[src/design/pot_cfg_pkg.sv]
package pot_cfg_pkg;

    // Count width matches the 8-bit POT registers
    typedef logic [7:0] pot_count_t;

    // Idle covers both dump and waiting for potgo
    typedef enum logic {
        st_idle = 1'b0,
        st_scan = 1'b1
    } pot_state_t;

    // Defaults for the scan timing
    localparam int DEF_DUMP_DELAY = 8;    // Dump cycles minus two before scan
    localparam int DEF_MAX_COUNT  = 228;  // Count ceiling

    // A scan cannot finish before this count even with the input already high
    localparam int MIN_COUNT = 5;

endpackage
[src/design/pot_bus_pkg.sv]
package pot_bus_pkg;

    // Host request held stable while req is high
    typedef struct packed {
        logic       req;
        logic       we;
        logic [3:0] addr;
        logic [7:0] wdata;
    } host_req_t;

    // Read data is either one pot count or the completion mask
    typedef union packed {
        pot_cfg_pkg::pot_count_t value;
        logic [7:0]              allpot;  // One bit per pot with the low bank in 3:0
    } pot_rdata_u;

    // Register map
    localparam logic [3:0] ADDR_POT0   = 4'd0;   // Pot n at ADDR_POT0 + n
    localparam logic [3:0] ADDR_ALLPOT = 4'd8;
    localparam logic [3:0] ADDR_POTGO  = 4'd11;

endpackage

[src/design/pot_scan_top.sv]
`timescale 1ns/1ps

module pot_scan_top #(
    parameter int NUM_CH     = 4,
    parameter int DUMP_DELAY = pot_cfg_pkg::DEF_DUMP_DELAY,
    parameter int MAX_COUNT  = pot_cfg_pkg::DEF_MAX_COUNT
) (
    input  logic                    clk,
    input  logic                    rst,
    input  pot_bus_pkg::host_req_t  host,
    input  logic [2*NUM_CH-1:0]     pot_in,
    output logic                    ack,
    output pot_bus_pkg::pot_rdata_u rdata,
    output logic [2*NUM_CH-1:0]     pot_dump
);

    logic                                 potgo;
    logic [NUM_CH-1:0]                    lo_done;
    logic [NUM_CH-1:0]                    hi_done;
    pot_cfg_pkg::pot_count_t [NUM_CH-1:0] lo_values;
    pot_cfg_pkg::pot_count_t [NUM_CH-1:0] hi_values;

    pot_scan_bank #(
        .NUM_CH     (NUM_CH),
        .DUMP_DELAY (DUMP_DELAY),
        .MAX_COUNT  (MAX_COUNT)
    ) bank_lo (
        .clk        (clk),
        .rst        (rst),
        .potgo      (potgo),
        .pot_in     (pot_in[NUM_CH-1:0]),
        .pot_dump   (pot_dump[NUM_CH-1:0]),
        .done       (lo_done),
        .pot_values (lo_values)
    );

    pot_scan_bank #(
        .NUM_CH     (NUM_CH),
        .DUMP_DELAY (DUMP_DELAY),
        .MAX_COUNT  (MAX_COUNT)
    ) bank_hi (
        .clk        (clk),
        .rst        (rst),
        .potgo      (potgo),
        .pot_in     (pot_in[2*NUM_CH-1:NUM_CH]),
        .pot_dump   (pot_dump[2*NUM_CH-1:NUM_CH]),
        .done       (hi_done),
        .pot_values (hi_values)
    );

    pot_reg_port #(
        .NUM_CH (NUM_CH)
    ) i_pot_reg_port (
        .clk       (clk),
        .rst       (rst),
        .host      (host),
        .lo_values (lo_values),
        .hi_values (hi_values),
        .lo_done   (lo_done),
        .hi_done   (hi_done),
        .ack       (ack),
        .rdata     (rdata),
        .potgo     (potgo)
    );

endmodule

[src/design/pot_reg_port.sv]
`timescale 1ns/1ps

module pot_reg_port #(
    parameter int NUM_CH = 4
) (
    input  logic                                 clk,
    input  logic                                 rst,
    input  pot_bus_pkg::host_req_t               host,
    input  pot_cfg_pkg::pot_count_t [NUM_CH-1:0] lo_values,
    input  pot_cfg_pkg::pot_count_t [NUM_CH-1:0] hi_values,
    input  logic [NUM_CH-1:0]                    lo_done,
    input  logic [NUM_CH-1:0]                    hi_done,
    output logic                                 ack,
    output pot_bus_pkg::pot_rdata_u              rdata,
    output logic                                 potgo
);

    // NUM_CH is a power of two, so the low address bits pick the channel
    localparam int SEL_W = $clog2(NUM_CH);

    logic [2*NUM_CH-1:0]     allpot_mask;
    logic                    access;
    logic                    potgo_wr;
    logic [3:0]              pot_off;
    logic [SEL_W-1:0]        ch_sel;
    pot_bus_pkg::pot_rdata_u rd_next;

    // New access only once the previous ack has dropped
    assign access   = host.req && !ack;
    assign potgo_wr = access && host.we && (host.addr == pot_bus_pkg::ADDR_POTGO);

    assign pot_off = host.addr - pot_bus_pkg::ADDR_POT0;
    assign ch_sel  = pot_off[SEL_W-1:0];

    // Read mux
    always_comb begin
        rd_next = '0;
        if (host.addr == pot_bus_pkg::ADDR_ALLPOT) begin
            rd_next.allpot[2*NUM_CH-1:0] = allpot_mask;
        end else if (pot_off < 4'(NUM_CH)) begin
            rd_next.value = lo_values[ch_sel];
        end else if (pot_off < 4'(2 * NUM_CH)) begin
            rd_next.value = hi_values[ch_sel];
        end
    end

    // Four-phase handshake
    always_ff @(posedge clk) begin
        if (rst) begin
            ack <= 1'b0;
        end else if (access) begin
            ack <= 1'b1;
        end else if (!host.req) begin
            ack <= 1'b0;  // Req seen low
        end
    end

    always_ff @(posedge clk) begin
        if (access) begin
            rdata <= rd_next;
        end
    end

    always_ff @(posedge clk) begin
        if (rst) begin
            potgo <= 1'b0;
        end else if (potgo_wr) begin
            potgo <= host.wdata[0];
        end
    end

    // Sticky completion bits cleared by starting a new scan
    always_ff @(posedge clk) begin
        if (rst) begin
            allpot_mask <= '0;
        end else if (potgo_wr && host.wdata[0]) begin
            allpot_mask <= '0;
        end else begin
            allpot_mask <= allpot_mask | {hi_done, lo_done};
        end
    end

endmodule

[src/design/pot_scan_bank.sv]
`timescale 1ns/1ps

module pot_scan_bank #(
    parameter int NUM_CH     = 4,
    parameter int DUMP_DELAY = pot_cfg_pkg::DEF_DUMP_DELAY,
    parameter int MAX_COUNT  = pot_cfg_pkg::DEF_MAX_COUNT
) (
    input  logic                                 clk,
    input  logic                                 rst,
    input  logic                                 potgo,
    input  logic [NUM_CH-1:0]                    pot_in,
    output logic [NUM_CH-1:0]                    pot_dump,
    output logic [NUM_CH-1:0]                    done,
    output pot_cfg_pkg::pot_count_t [NUM_CH-1:0] pot_values
);

    // Paddle comparator outputs are asynchronous to clk
    logic [NUM_CH-1:0] sync_meta;
    logic [NUM_CH-1:0] sync_out;

    always_ff @(posedge clk) begin
        if (rst) begin
            sync_meta <= '0;
            sync_out  <= '0;
        end else begin
            sync_meta <= pot_in;
            sync_out  <= sync_meta;
        end
    end

    for (genvar ch = 0; ch < NUM_CH; ch++) begin : g_ch
        pot_channel #(
            .DUMP_DELAY (DUMP_DELAY),
            .MAX_COUNT  (MAX_COUNT)
        ) i_pot_channel (
            .clk      (clk),
            .rst      (rst),
            .potgo    (potgo),
            .pot_sync (sync_out[ch]),
            .pot_dump (pot_dump[ch]),
            .done     (done[ch]),
            .value    (pot_values[ch])
        );
    end

endmodule

[src/design/pot_channel.sv]
`timescale 1ns/1ps

module pot_channel #(
    parameter int DUMP_DELAY = pot_cfg_pkg::DEF_DUMP_DELAY,
    parameter int MAX_COUNT  = pot_cfg_pkg::DEF_MAX_COUNT
) (
    input  logic                    clk,
    input  logic                    rst,
    input  logic                    potgo,
    input  logic                    pot_sync,
    output logic                    pot_dump,
    output logic                    done,
    output pot_cfg_pkg::pot_count_t value
);

    localparam pot_cfg_pkg::pot_count_t DUMP_LIMIT = pot_cfg_pkg::pot_count_t'(DUMP_DELAY);
    localparam pot_cfg_pkg::pot_count_t MIN_LIMIT  =
        pot_cfg_pkg::pot_count_t'(pot_cfg_pkg::MIN_COUNT - 1);
    localparam pot_cfg_pkg::pot_count_t MAX_LIMIT  = pot_cfg_pkg::pot_count_t'(MAX_COUNT - 1);

    pot_cfg_pkg::pot_state_t state;
    pot_cfg_pkg::pot_state_t state_next;
    pot_cfg_pkg::pot_count_t timer;
    pot_cfg_pkg::pot_count_t timer_next;
    logic                    finish;

    always_comb begin
        state_next = state;
        timer_next = timer;
        finish     = 1'b0;
        case (state)
            pot_cfg_pkg::st_idle: begin
                if (!potgo) begin
                    timer_next = '0;  // Hold in dump
                end else if (timer > DUMP_LIMIT) begin
                    state_next = pot_cfg_pkg::st_scan;
                    timer_next = '0;
                end else begin
                    timer_next = timer + 1'b1;
                end
            end
            pot_cfg_pkg::st_scan: begin
                // Threshold crossed or ceiling hit but never before the minimum
                if ((timer > MIN_LIMIT) && (pot_sync || (timer > MAX_LIMIT))) begin
                    finish     = 1'b1;
                    state_next = pot_cfg_pkg::st_idle;
                    timer_next = '0;
                end else begin
                    timer_next = timer + 1'b1;
                end
            end
        endcase
    end

    always_ff @(posedge clk) begin
        if (rst) begin
            state <= pot_cfg_pkg::st_idle;
            timer <= '0;
            value <= '0;
        end else begin
            state <= state_next;
            timer <= timer_next;
            if (finish) begin
                value <= timer;  // Count at the crossing
            end
        end
    end

    assign pot_dump = (state == pot_cfg_pkg::st_idle);
    assign done     = finish;

endmodule

[config.mk]
export PLATFORM = sky130hd
export DESIGN_NAME = pot_scan_top
export DESIGN_NICKNAME = d
export VERILOG_FILES = /design/src/design/pot_cfg_pkg.sv /design/src/design/pot_bus_pkg.sv /design/src/design/pot_scan_top.sv /design/src/design/pot_reg_port.sv /design/src/design/pot_scan_bank.sv /design/src/design/pot_channel.sv
export SDC_FILE = /design/constraint.sdc
export NUM_CORES = 1
export LEC_CHECK = 0
export ABC_AREA = 1
export ABC_CLOCK_PERIOD_IN_PS = 2000
export BUFFER_PORTS_ARGS = -buffer_cell sky130_fd_sc_hd__buf_4
export CORE_MARGIN = 5
export CORE_UTILIZATION = 65
export CTS_BUF_LIST = sky130_fd_sc_hd__clkbuf_16
export CTS_CLUSTER_DIAMETER = 30
export CTS_CLUSTER_SIZE = 40
export DETAILED_ROUTE_END_ITERATION = 8
export GPL_ROUTABILITY_DRIVEN = 0
export PLACE_DENSITY = 0.95
export RECOVER_POWER = 100
export SYNTH_ARGS = -nofsm -noshare
export SYNTH_HDL_FRONTEND = slang
export SYNTH_SLANG_ARGS = --single-unit
[constraint.sdc]
create_clock -name clk -period 2 [get_ports clk]
set_input_delay 0.4 -clock clk [delete_from_list [all_inputs] [get_ports clk]]
set_output_delay 0.4 -clock clk [all_outputs]
set_load 0.01 [all_outputs]
* After elaboration in Yosys (flattened, before gate mapping)
Cells that the tools add are included.
** Storage, ports and cells
- Flip-flop bits (word level) :: 170
- Input bits :: 24
** Cells by class
- Add/subtract/negate cells :: 8
- $lt $le $gt $ge :: 27
- Eq/ne operators :: 3
- Muxes and demuxes :: 89
- Bitwise logic cells :: 9
- Reduce and logical (&&, ||, !) cells :: 22
** Operators by type and width (count)
- 8-bit two-way mux :: 29
- 8-bit one-hot mux with 2 select lines :: 8
- 8-bit by 1-bit adder with 8-bit output (second input constant) :: 8
- 8-bit by 3-bit greater-than comparator with 1-bit output (second input constant) :: 8
- 8-bit by 4-bit greater-than comparator with 1-bit output (second input constant) :: 8
- 8-bit greater-than comparator (second input constant) :: 8
- 1-bit two-way mux :: 42
- 8-bit binary-select mux with 2-bit select :: 2
- 1-bit one-hot mux with 2 select lines :: 8
- 1-bit logical AND :: 12
- 4-bit equality test (second input constant) :: 2
- 1-bit logical OR :: 8
- 1-bit NOT :: 8
- 8-bit bitwise OR :: 1
- 4-bit by 3-bit less-than comparator with 1-bit output (second input constant) :: 1
- 4-bit less-than comparator (second input constant) :: 1
- 2-bit by 3-bit less-than comparator with 1-bit output (second input constant) :: 1
- 2-bit by 1-bit != test with 1-bit output (second input constant) :: 1
- 2-bit OR reduction :: 1
- 1-bit logical NOT :: 1

* Depth between registers and ports, before layout
Gate-level depths: netlist (run 1).
- Depth after elaboration :: 6
- Mapped depth :: 10
- Depth with buffers taken out :: 9

* Modules after synthesis
Synthesis (run 1) repeated with hierarchy kept, for this count alone.
** Second synthesis, totals
- Cells, all modules :: 1370
- Area total of the unflattened synthesis :: 9048.7 µm²
** Modules (own cells, without submodules)
- pot_channel :: times used 8, cells an instance 132, area each 882.1 µm²
- pot_reg_port :: times used 1, cells an instance 264, area each 1529.0 µm²
- pot_scan_bank :: times used 2, cells an instance 25, area each 231.5 µm²

* Least setup slack after synthesis (run 1)
OpenSTA, ideal clock, no wires.
- Path kind :: input port to flip-flop
- Start :: input port host[13] (netlist bit)
- End :: register i_pot_reg_port.allpot_mask[0]
- Library setup time :: 124 ps
- Arrival :: 1300 ps
- Path slack :: 576 ps
- Stages on the path :: 5
- Path buffers :: 0
- Cell sequence :: inv_1 -> nor2_1 -> nand4_1 -> nand2_1 -> a21oi_1
** On the way
- Cells in the longest elaborated chain, start to end :: 5
** Ends and longest elaborated chain
- from (decl) :: line pot_scan_top.sv:10 : input pot_bus_pkg::host_req_t host,
- 1-bit logical AND :: line pot_reg_port.sv:29 : assign access = host.req && !ack;
- net i_pot_reg_port.access :: line pot_reg_port.sv:22 : logic access;
- 1-bit logical AND (2 in series) :: line pot_reg_port.sv:30 : assign potgo_wr = access && host.we && (host.addr == pot_bus_pkg::ADDR_POTGO);
- 1-bit logical AND :: line pot_reg_port.sv:76 : end else if (potgo_wr && host.wdata[0]) begin
- 2-bit OR reduction (no line)
- to (signal assigned) :: line pot_reg_port.sv:79 : allpot_mask <= allpot_mask | {hi_done, lo_done};
- to (decl) :: line pot_reg_port.sv:21 : logic [2*NUM_CH-1:0] allpot_mask;
The timed path passes the listed nets, and every way through them passes these cells.
A chain may end at the register's enable or synchronous reset.

==> reports/metrics.yaml, run 1 <==
run_status:
  status: "finished clean"
floorplan:
  io_pins: 41
  die_w_um: 125
  coreArea_um2: 13100
  rows: 42
  die-area_um2: 15600
  initial_core_util_pct: 65.7
  die_h_um: 125
clock_network:
  cts_sinks: 170
  htreeDepth: 4
  cts_made_buffers: 17
  clk_latency_ns: 0.43
  hold_buffers: 0
  root_buffer: "clkbuf_16"
  clockBufferDepth: 2
  cts_tree: "built"
  post-cts-setup-buffers: 0
  cts_resized: 0
  clkTransAtPathRegs_ns: 0.06
detailed_routing:
  drt-total-wl_um: 19200
  via_per_inst: 5.34
  vias: 7789
  drtIter0Drc: 830
  drc: 0
  dr.pass1.iters: 5
  ant_nets: 0
  wire_per_inst_um: 13.2
final_layout:
  fin_cells: 1458
  diodes: 0
  regArea_um2: 3480
  num-nets-final: 1312
  area_growth_pct: 7.25
  nFillCells: 975
  drive_gt1_share_pct: 8.35
  multi_input_area_um2: 3970
yosys:
  ys_seq_area_share_pct: 40.5
  netlist_instances: 1267
  synth_nets: 1307
  avgSynthCellArea_um2: 6.78
  synth_area_um2: 8590
  synth_cell_types: 31
  ys_warn_count: 0
  yosys_register_bits: 170
power:
  p_leak_nw: 4.42
  finalPower_mw: 6.60
  ir_drop_uv: 577
  powerDensity_nw_per_um2: 717
timing:
  final_max_slew_viol_count: 0
  maxSlewHeadroom_pct: 24.4
  tightest_slew_ns: 1.13
  setup_viol: 0
  period_share_pct: 88.7
  fin_skew_ns: 0.00811
  setup_tns_ns: 0
  grt_setup_unrepaired: "false"
  max_freq_mhz: 564
  min_period_ns: 1.77
  hold_viol: 0
global_routing:
  grt_pass1_vias: 7163
  antenna_found_initial: 0
  grt-ovfl-total: 0
  grt_use_total_pct: 25.1
  grt_pass1_wl_um: 32900
  grt_max_degree: 64
placed_design:
  portBuffers: 33
  dpl.cell_count: 1429
  place_hpwl_um: 13100
critical_path:
  crit_path_cell_trace: "clkbuf_2 > inv_1 > nand3_1 > o211ai_1"
  crit_required_ns: 2.17
  worstRegToRegCells: 10
  end_kind: "flop"
  crit_slowest_cell: "clkbuf_2"
  slowest_delay_ns: 0.82
  critPathMaxFanout: 63
  crit_path_start_kind: "primary input"
  critPathKind: "primary input to flop"
  cp.arrival_ns: 1.95
hold_path:
  min-delay-path-class: "primary input to flop"
  min_delay_path_depth: 3
job:
  drv_cap: 0
[final timing paths]
| path | from | endpoint | slack (ns) |
|---|---|---|---|
| setup / recovery | host[8] | i_pot_reg_port.rdata[6] | 0.23 |
| hold / removal | pot_in[0] | bank_lo.sync_meta[0] | 0.17 |
| setup reg to reg | bank_hi.g_ch[2].i_pot_channel.timer[0] | bank_hi.g_ch[2].i_pot_channel.value[1] | 0.30 |
| hold reg to reg | bank_hi.sync_meta[1] | bank_hi.sync_out[1] | 0.40 |
[synthesized netlist by cell type]
library cell | instances | share of area, %
nand2_1 | 292 | 13
nor2_1 | 223 | 9.7
inv_1 | 196 | 8.6
dfxtp_1 | 162 | 38
nand3_1 | 76 | 4.4
nand4_1 | 51 | 3.7
a21oi_1 | 43 | 2.5
nand2_2 | 36 | 2.6
o211ai_1 | 29 | 2.5
clkbuf_1 | 18 | 0.79
o21ai_0 | 18 | 1.0
buf_2 | 17 | 0.99
ha_1 | 16 | 2.3
buf_4 | 11 | 0.96
inv_2 | 11 | 0.48
buf_6 | 8 | 1.0
edfxtp_1 | 8 | 2.8
nand3_2 | 8 | 0.93
xor2_1 | 8 | 0.82
nand3b_1 | 7 | 0.61
or2_2 | 7 | 0.51
o21ai_1 | 5 | 0.29
nand2_4 | 3 | 0.39
nand3_4 | 3 | 0.61
o21ai_2 | 3 | 0.31
nor2_2 | 2 | 0.15
nor3_1 | 2 | 0.12
and2_1 | 1 | 0.073
and3_1 | 1 | 0.073
buf_1 | 1 | 0.044
clkinv_1 | 1 | 0.044
[state kept, by name, indices dropped and copies added (netlist names)]
name and flops:
i_pot_reg_port.allpot_mask 8, bank_hi.g_ch.i_pot_channel.state 4, bank_hi.g_ch.i_pot_channel.value 32, bank_hi.sync_out 4
bank_hi.sync_meta 4, i_pot_reg_port.rdata 8, i_pot_reg_port.potgo 1, bank_lo.g_ch.i_pot_channel.state 4
bank_lo.g_ch.i_pot_channel.value 32, bank_hi.g_ch.i_pot_channel.timer 32, bank_lo.sync_out 4, bank_lo.sync_meta 4
i_pot_reg_port.ack 1, bank_lo.g_ch.i_pot_channel.timer 32
[kinds of logic (layout without fill, tap and decap cells)]
group,Yosys count,after routing,share of synthesized area (%)
buf+inv,263,278,12.9
flops,170,170,40.5
xor+xnor,8,8,0.815
compound gates,98,98,6.68
simple gates,712,712,36.7
fa+ha+maj,16,16,2.33
[routing by layer]
| layer | share of wire, % | global-route usage (%) | routed length, µm |
|---|---|---|---|
| met1 | 43 | 32.3 | 8170 |
| met2 | 47 | 41.1 | 9050 |
| met3 | 7.5 | 5.88 | 1440 |
| met4 | 2.8 | 9.95 | 530 |
| met5 | 0 | 0 | 0 |
[stage by stage]
| step | worst slack, ns | cell area [µm²] | hold slack (ns) | util (%) |
|---|---|---|---|---|
| floorplan | 0.576 | 8590 | 0.388 | - |
| global placement | 0.293 | 8820 | 0.390 | 67.4 |
| detailed placement | 0.257 | 8820 | 0.394 | 67.4 |
| CTS | 0.288 | 9320 | 0.163 | 71.2 |
| global route | 0.0955 | 9220 | 0.172 | 70.4 |
| finish | 0.226 | 9220 | 0.166 | 70.4 |
[cells in the final DEF (no fill, tap or decap), drive strengths merged]
cell | netlist | layout
a21oi | 43 | 43
and2 | 1 | 1
and3 | 1 | 1
buf | 37 | 19
bufinv | 0 | 1
clkbuf | 18 | 39
clkinv | 1 | 5
clkinvlp | 0 | 1
dfxtp | 162 | 162
edfxtp | 8 | 8
ha | 16 | 16
inv | 207 | 213
nand2 | 331 | 331
nand3 | 87 | 87
nand3b | 7 | 7
nand4 | 51 | 51
nor2 | 225 | 225
nor3 | 2 | 2
o211ai | 29 | 29
o21ai | 26 | 26
or2 | 7 | 7
xor2 | 8 | 8
[worst max-delay path, delay by kind of cell]
| kind | cells | cell delay (ns) |
|---|---|---|
| compound gates | 1 | 0.13 |
| buf+inv | 2 | 1.03 |
| simple gates | 1 | 0.36 |
[layout make-up]
type | instances | share of cell area (%)
clock buffers | 17 | 4.62
repair buffers | 41 | 2.80
clock inverters | 12 | 0.828
flip-flops and latches | 170 | 37.8
multi-input cells | 834 | 43.1
well taps | 176 | 2.39
inverters | 208 | 8.47
[power breakdown]
| group | switching (mW) | internal (mW) | leakage (nW) |
|---|---|---|---|
| logic | 0.184 | 0.0858 | 2.77 |
| registers | 0.0113 | 3.44 | 1.39 |
| clock network | 1.24 | 1.64 | 0.264 |
Power figures use the tool's default switching activity.
==> run 2: changes to the inputs <==
CORE_UTILIZATION = 40   (was 65)
PLACE_DENSITY = 0.67   (was 0.95)
==> run 2 against run 1 <==
  * Wire length up 0.75%
  * Critical path depth up 6
  * Clock power is 21% higher
  * Hold slack lost 0.0015 ns
  * Clock-buffer cell count unchanged
==> reports/metrics.yaml, run 2 (synthesis results as in run 1) <==
final_layout:
  num-nets-final: 1317
  fin_util_pct: 44.8
  area_growth_pct: 9.83
  mostFrequentLayoutCell: "nand2_1"
  diodes: 0
  drive_gt1_share_pct: 8.53
  mostFrequentLayoutCells: "308 x nand2_1, 223 x nor2_1, 195 x inv_1, 162 x dfxtp_1, 80 x nand3_1"
floorplan:
  die_h_um: 157
  io_pins: 41
  die_w_um: 157
  die-area_um2: 24500
  initial_core_util_pct: 40.7
  coreArea_um2: 21100
  rows: 53
clock_network:
  root_buffer: "clkbuf_16"
  clk_latency_ns: 0.44
  cts_resized: 0
  clockBufferDepth: 2
  cts_made_buffers: 17
  cts_tree: "built"
  htreeDepth: 4
  cts_sinks: 170
  post-cts-setup-buffers: 0
  clkTransAtPathRegs_ns: 0.08
  hold_buffers: 0
critical_path:
  crit_top_cell: "nand2_1"
  crit_slowest_cell: "clkbuf_1"
  critPathKind: "flop to flop"
  worstRegToRegCells: 10
  cp.arrival_ns: 2.10
  crit_path_start_kind: "flop"
  end_kind: "flop"
  crit_required_ns: 2.33
  crit_path_cell_trace: "inv_1 > ha_1 > inv_1 > a21oi_1 > nand2_1 > nand3_1 > clkbuf_1 > nand2_1 > nand2_1 > nor2_1"
  critPathMaxFanout: 9
  slowest_delay_ns: 0.35
global_routing:
  grt_max_degree: 64
  grt_pass1_wl_um: 32500
  grt_use_total_pct: 16.3
  grt_pass1_vias: 6689
  antenna_found_initial: 1
  grt-ovfl-total: 0
placed_design:
  place_hpwl_um: 13500
  portBuffers: 33
timing:
  tightest_slew_ns: 1.04
  setup_tns_ns: 0
  period_share_pct: 88.6
  min_period_ns: 1.77
  max_freq_mhz: 564
  setup_viol: 0
  final_max_slew_viol_count: 0
  fin_skew_ns: 0.0116
  hold_viol: 0
  maxSlewHeadroom_pct: 30.9
  grt_setup_unrepaired: "false"
run_status:
  status: "finished clean"
detailed_routing:
  ant_nets: 0
  drtIter0Drc: 462
  vias: 7323
  drc: 0
  dr.pass1.iters: 5
  via_per_inst: 4.68
  drt-total-wl_um: 19300
  wire_per_inst_um: 12.4
power:
  p_leak_nw: 4.47
  powerDensity_nw_per_um2: 763
  ir_drop_uv: 497
job:
  drv_cap: 0
hold_path:
  min-delay-path-class: "primary input to flop"
  min_delay_path_depth: 3
## run 2: path summary, 6_finish.rpt
| check | startpoint | end | slack [ns] |
|---|---|---|---|
| min | pot_in[7] | bank_hi.sync_meta[3] | 0.16 |
| min reg2reg | bank_hi.sync_meta[1] | bank_hi.sync_out[1] | 0.40 |
| max reg2reg | bank_lo.g_ch[3].i_pot_channel.timer[0] | bank_lo.g_ch[3].i_pot_channel.value[7] | 0.23 |
| max | bank_lo.g_ch[3].i_pot_channel.timer[0] | bank_lo.g_ch[3].i_pot_channel.value[7] | 0.23 |
## run 2: routing by layer
layer | vias to the layer above | GRT usage (%) | share of wire (%) | wire length [µm]
met4 | 2 | 5.21 | 2.0 | 380
met5 | - | 0 | 0.10 | 20
met2 | 126 | 26.3 | 45 | 8770
li1 | 3948 | - | - | -
met1 | 3219 | 21.8 | 48 | 9300
met3 | 28 | 3.76 | 4.5 | 864
## run 2: power breakdown
group / switching, mW / internal, mW
combinational: 0.183 / 0.0859
sequential: 0.0115 / 3.44
clock: 1.48 / 1.99
total: 1.68 / 5.52
## run 2: cell type report
| type | instances | area [µm²] |
|---|---|---|
| fill | 2167 | 11600 |
| multi-input combinational | 834 | 3930 |
| sequential | 170 | 3480 |
| inverter | 208 | 782 |
| clock buffer | 17 | 425 |
| tap | 275 | 344 |
| timing repair buffer | 46 | 285 |
| clock inverter | 15 | 189 |
## run 2: stage by stage
stage / area (µm²) / worst slack [ns] / std cells / power (mW) / hold WS (ns)
after floorplan: 8590 / 0.576 / 1267 / 3.70 / 0.388
after global placement: 8980 / 0.279 / 1533 / 3.81 / 0.389
after detailed placement: 8980 / 0.266 / 1533 / 3.81 / 0.393
after CTS: 9590 / 0.308 / 1565 / 7.28 / 0.151
after global routing: 9440 / 0.0805 / 1565 / 7.46 / 0.158
final: 9440 / 0.228 / 1565 / 7.20 / 0.164
## run 2: worst max-delay path, delay by kind of cell, from the launching register on
| family | cells | cell delay, ns |
|---|---|---|
| adder cells (fa/ha/maj) | 1 | 0.14 |
| AO/OA/AOI/OAI | 1 | 0.12 |
| AND/OR/NAND/NOR | 5 | 0.59 |
| flip-flops | 1 | 0.34 |
| buffers and inverters | 3 | 0.48 |
==> run 3: changes to the inputs <==
CORE_ASPECT_RATIO = 1.2   (was not set)
PLACE_DENSITY = 0.63   (was 0.67)
==> run 3 against run 2 <==
  * The run now ends with max-capacitance violations, max-slew violations left
  * Worst setup slack worse by 0.025 ns
  * Clock-buffer cell count unchanged
  * First-iteration DRC count up 11%
  * Final cell count down 0.38%
  * Via count up 1.4%
  * Sequential cell count unchanged
  * Clock power down 15%
  * Largest cell class unchanged
==> reports/metrics.yaml, run 3 (synthesis results as in run 1) <==
run_status:
  status: "finished, violations left"
  violations: "max-capacitance violations, max-slew violations"
timing:
  hold_viol: 0
  period_share_pct: 89.8
  max_freq_mhz: 557
  maxSlewHeadroom_pct: -2.91
  setup_tns_ns: 0
  tightest_slew_ns: 1.54
  whs_ns: 0.171
  final_max_slew_viol_count: 29
  grt_setup_unrepaired: "false"
  fin_skew_ns: 0.00891
  setup_viol: 0
  setup_ws_ns: 0.203
  min_period_ns: 1.80
final_layout:
  fin_cells: 1559
  nFillCells: 2247
  mostFrequentLayoutCells: "300 x nand2_1, 223 x nor2_1, 198 x inv_1, 162 x dfxtp_1, 79 x nand3_1"
  diodes: 0
  area_growth_pct: 8.79
  fin_util_pct: 44.4
  design_area_um2: 9350
  drive_gt1_share_pct: 8.84
  num-nets-final: 1318
  mostFrequentLayoutCell: "nand2_1"
critical_path:
  reg2reg_from: "bank_lo.g_ch[1].i_pot_channel.timer[0]"
  r2r-end: "bank_lo.g_ch[1].i_pot_channel.value[7]"
  cp.arrival_ns: 2.11
  reg2reg_slack_ns: 0.20
  crit_path_start_kind: "flop"
  crit_path_cell_trace: "inv_1 > ha_1 > inv_1 > a21oi_1 > nand2_1 > nand3_1 > nor2_1 > nor2_1"
  critPathMaxFanout: 17
  worstRegToRegCells: 8
  crit_required_ns: 2.32
  crit_slowest_cell: "nand3_1"
  critPathBufInv: 2
  critPathKind: "flop to flop"
  slowest_delay_ns: 0.46
  end_kind: "flop"
  cp_top_family: "simple AND/OR/NAND/NOR gates"
clock_network:
  post-cts-setup-buffers: 0
  htreeDepth: 4
  cts_tree: "built"
  hold_buffers: 0
  cts_made_buffers: 17
  cts_sinks: 170
  clkTransAtPathRegs_ns: 0.06
  cts_resized: 0
  clockBufferDepth: 2
  root_buffer: "clkbuf_16"
  clk_latency_ns: 0.43
global_routing:
  antenna_found_initial: 0
  grt-ovfl-total: 0
  grt_max_degree: 58
  grt_pass1_wl_um: 33600
  grt_pass1_vias: 6968
  grt_use_total_pct: 17.1
detailed_routing:
  drc: 0
  dr.pass1.iters: 5
  drtIter0Drc: 515
  via_per_inst: 4.76
  wire_per_inst_um: 12.8
  ant_nets: 0
  drt-total-wl_um: 20000
  vias: 7424
placed_design:
  dpl.cell_count: 1529
  dpl_cell_area_um2: 8970
  portBuffers: 33
  place_hpwl_um: 14400
  place_ws_ns: 0.305
power:
  powerDensity_nw_per_um2: 715
  clkPwrFrac_pct: 44.3
  comb_power_share_pct: 4.1
  finalPower_mw: 6.68
  p_leak_nw: 4.43
  p_int_mw: 5.19
  p_switching_mw: 1.50
  p_seq_share_pct: 51.7
  switching_share_pct: 22.4
  ir_drop_uv: 550
floorplan:
  io_pins: 41
  initial_core_util_pct: 40.8
  coreArea_um2: 21000
  die-area_um2: 24500
  die_w_um: 144
  rows: 58
  die_h_um: 171
hold_path:
  hold_start: "pot_in[4]"
  hold_end: "bank_hi.sync_meta[0]"
  min-delay-path-class: "primary input to flop"
  min_delay_path_depth: 3
job:
  drv_cap: 1
[run 3: cell count changes in the layout (fill, tap and decap cells not counted), moves of 3 or more]
cell	delta
clkinv_2	+3
clkinv_4	-3
inv_1	+3
inv_6	-4
nand2_1	-8
nand2_2	+8
[run 3: area by class of cell]
cell class	count	area, µm²	area share [%]
Clock buffer	17	425	4.55
Clock inverter	13	90.1	0.964
Inverter	208	782	8.36
Multi-Input combinational cell	834	3950	42.3
Sequential cell	170	3480	37.3
Tap cell	270	338	3.61
Timing Repair Buffer	47	280	3.00
[run 3: power by group through the flow]
stage	clock network (mW)	logic (mW)	registers, mW
floorplan	0	0.174	3.53
global placement	0	0.283	3.53
detailed placement	0	0.285	3.53
CTS	3.04	0.286	3.45
global route	3.18	0.306	3.45
finish	2.96	0.273	3.45
[run 3: worst max path at each step]
stage / start / to / cells after the start
3_3_place_gp: host[8] / i_pot_reg_port.rdata[3] / 4
2_1_floorplan: host[13] / i_pot_reg_port.allpot_mask[0] / 5
5_1_grt: bank_lo.g_ch[1].i_pot_channel.timer[0] / bank_lo.g_ch[1].i_pot_channel.value[0] / 9
3_5_place_dp: host[8] / i_pot_reg_port.rdata[5] / 4
4_1_cts: bank_lo.g_ch[3].i_pot_channel.timer[0] / bank_lo.g_ch[3].i_pot_channel.timer[2] / 8
6_report: bank_lo.g_ch[1].i_pot_channel.timer[0] / bank_lo.g_ch[1].i_pot_channel.value[7] / 8
[run 3: worst min-delay path, cell delays in order]
cell and delay, ns:
buf_4 0.07, inv_1 0.03, nor2_1 0.06
[run 3: per-layer routing]
metal  wire (µm)  GRT usage (%)  share of wire, %  up-vias
met3         695           3.02               3.5       30
met4         489           6.72               2.4        0
met1        9460           22.4                47     3345
li1            -              -                 -     3938
met5           0              0                 0        -
met2        9380           28.0                47      111
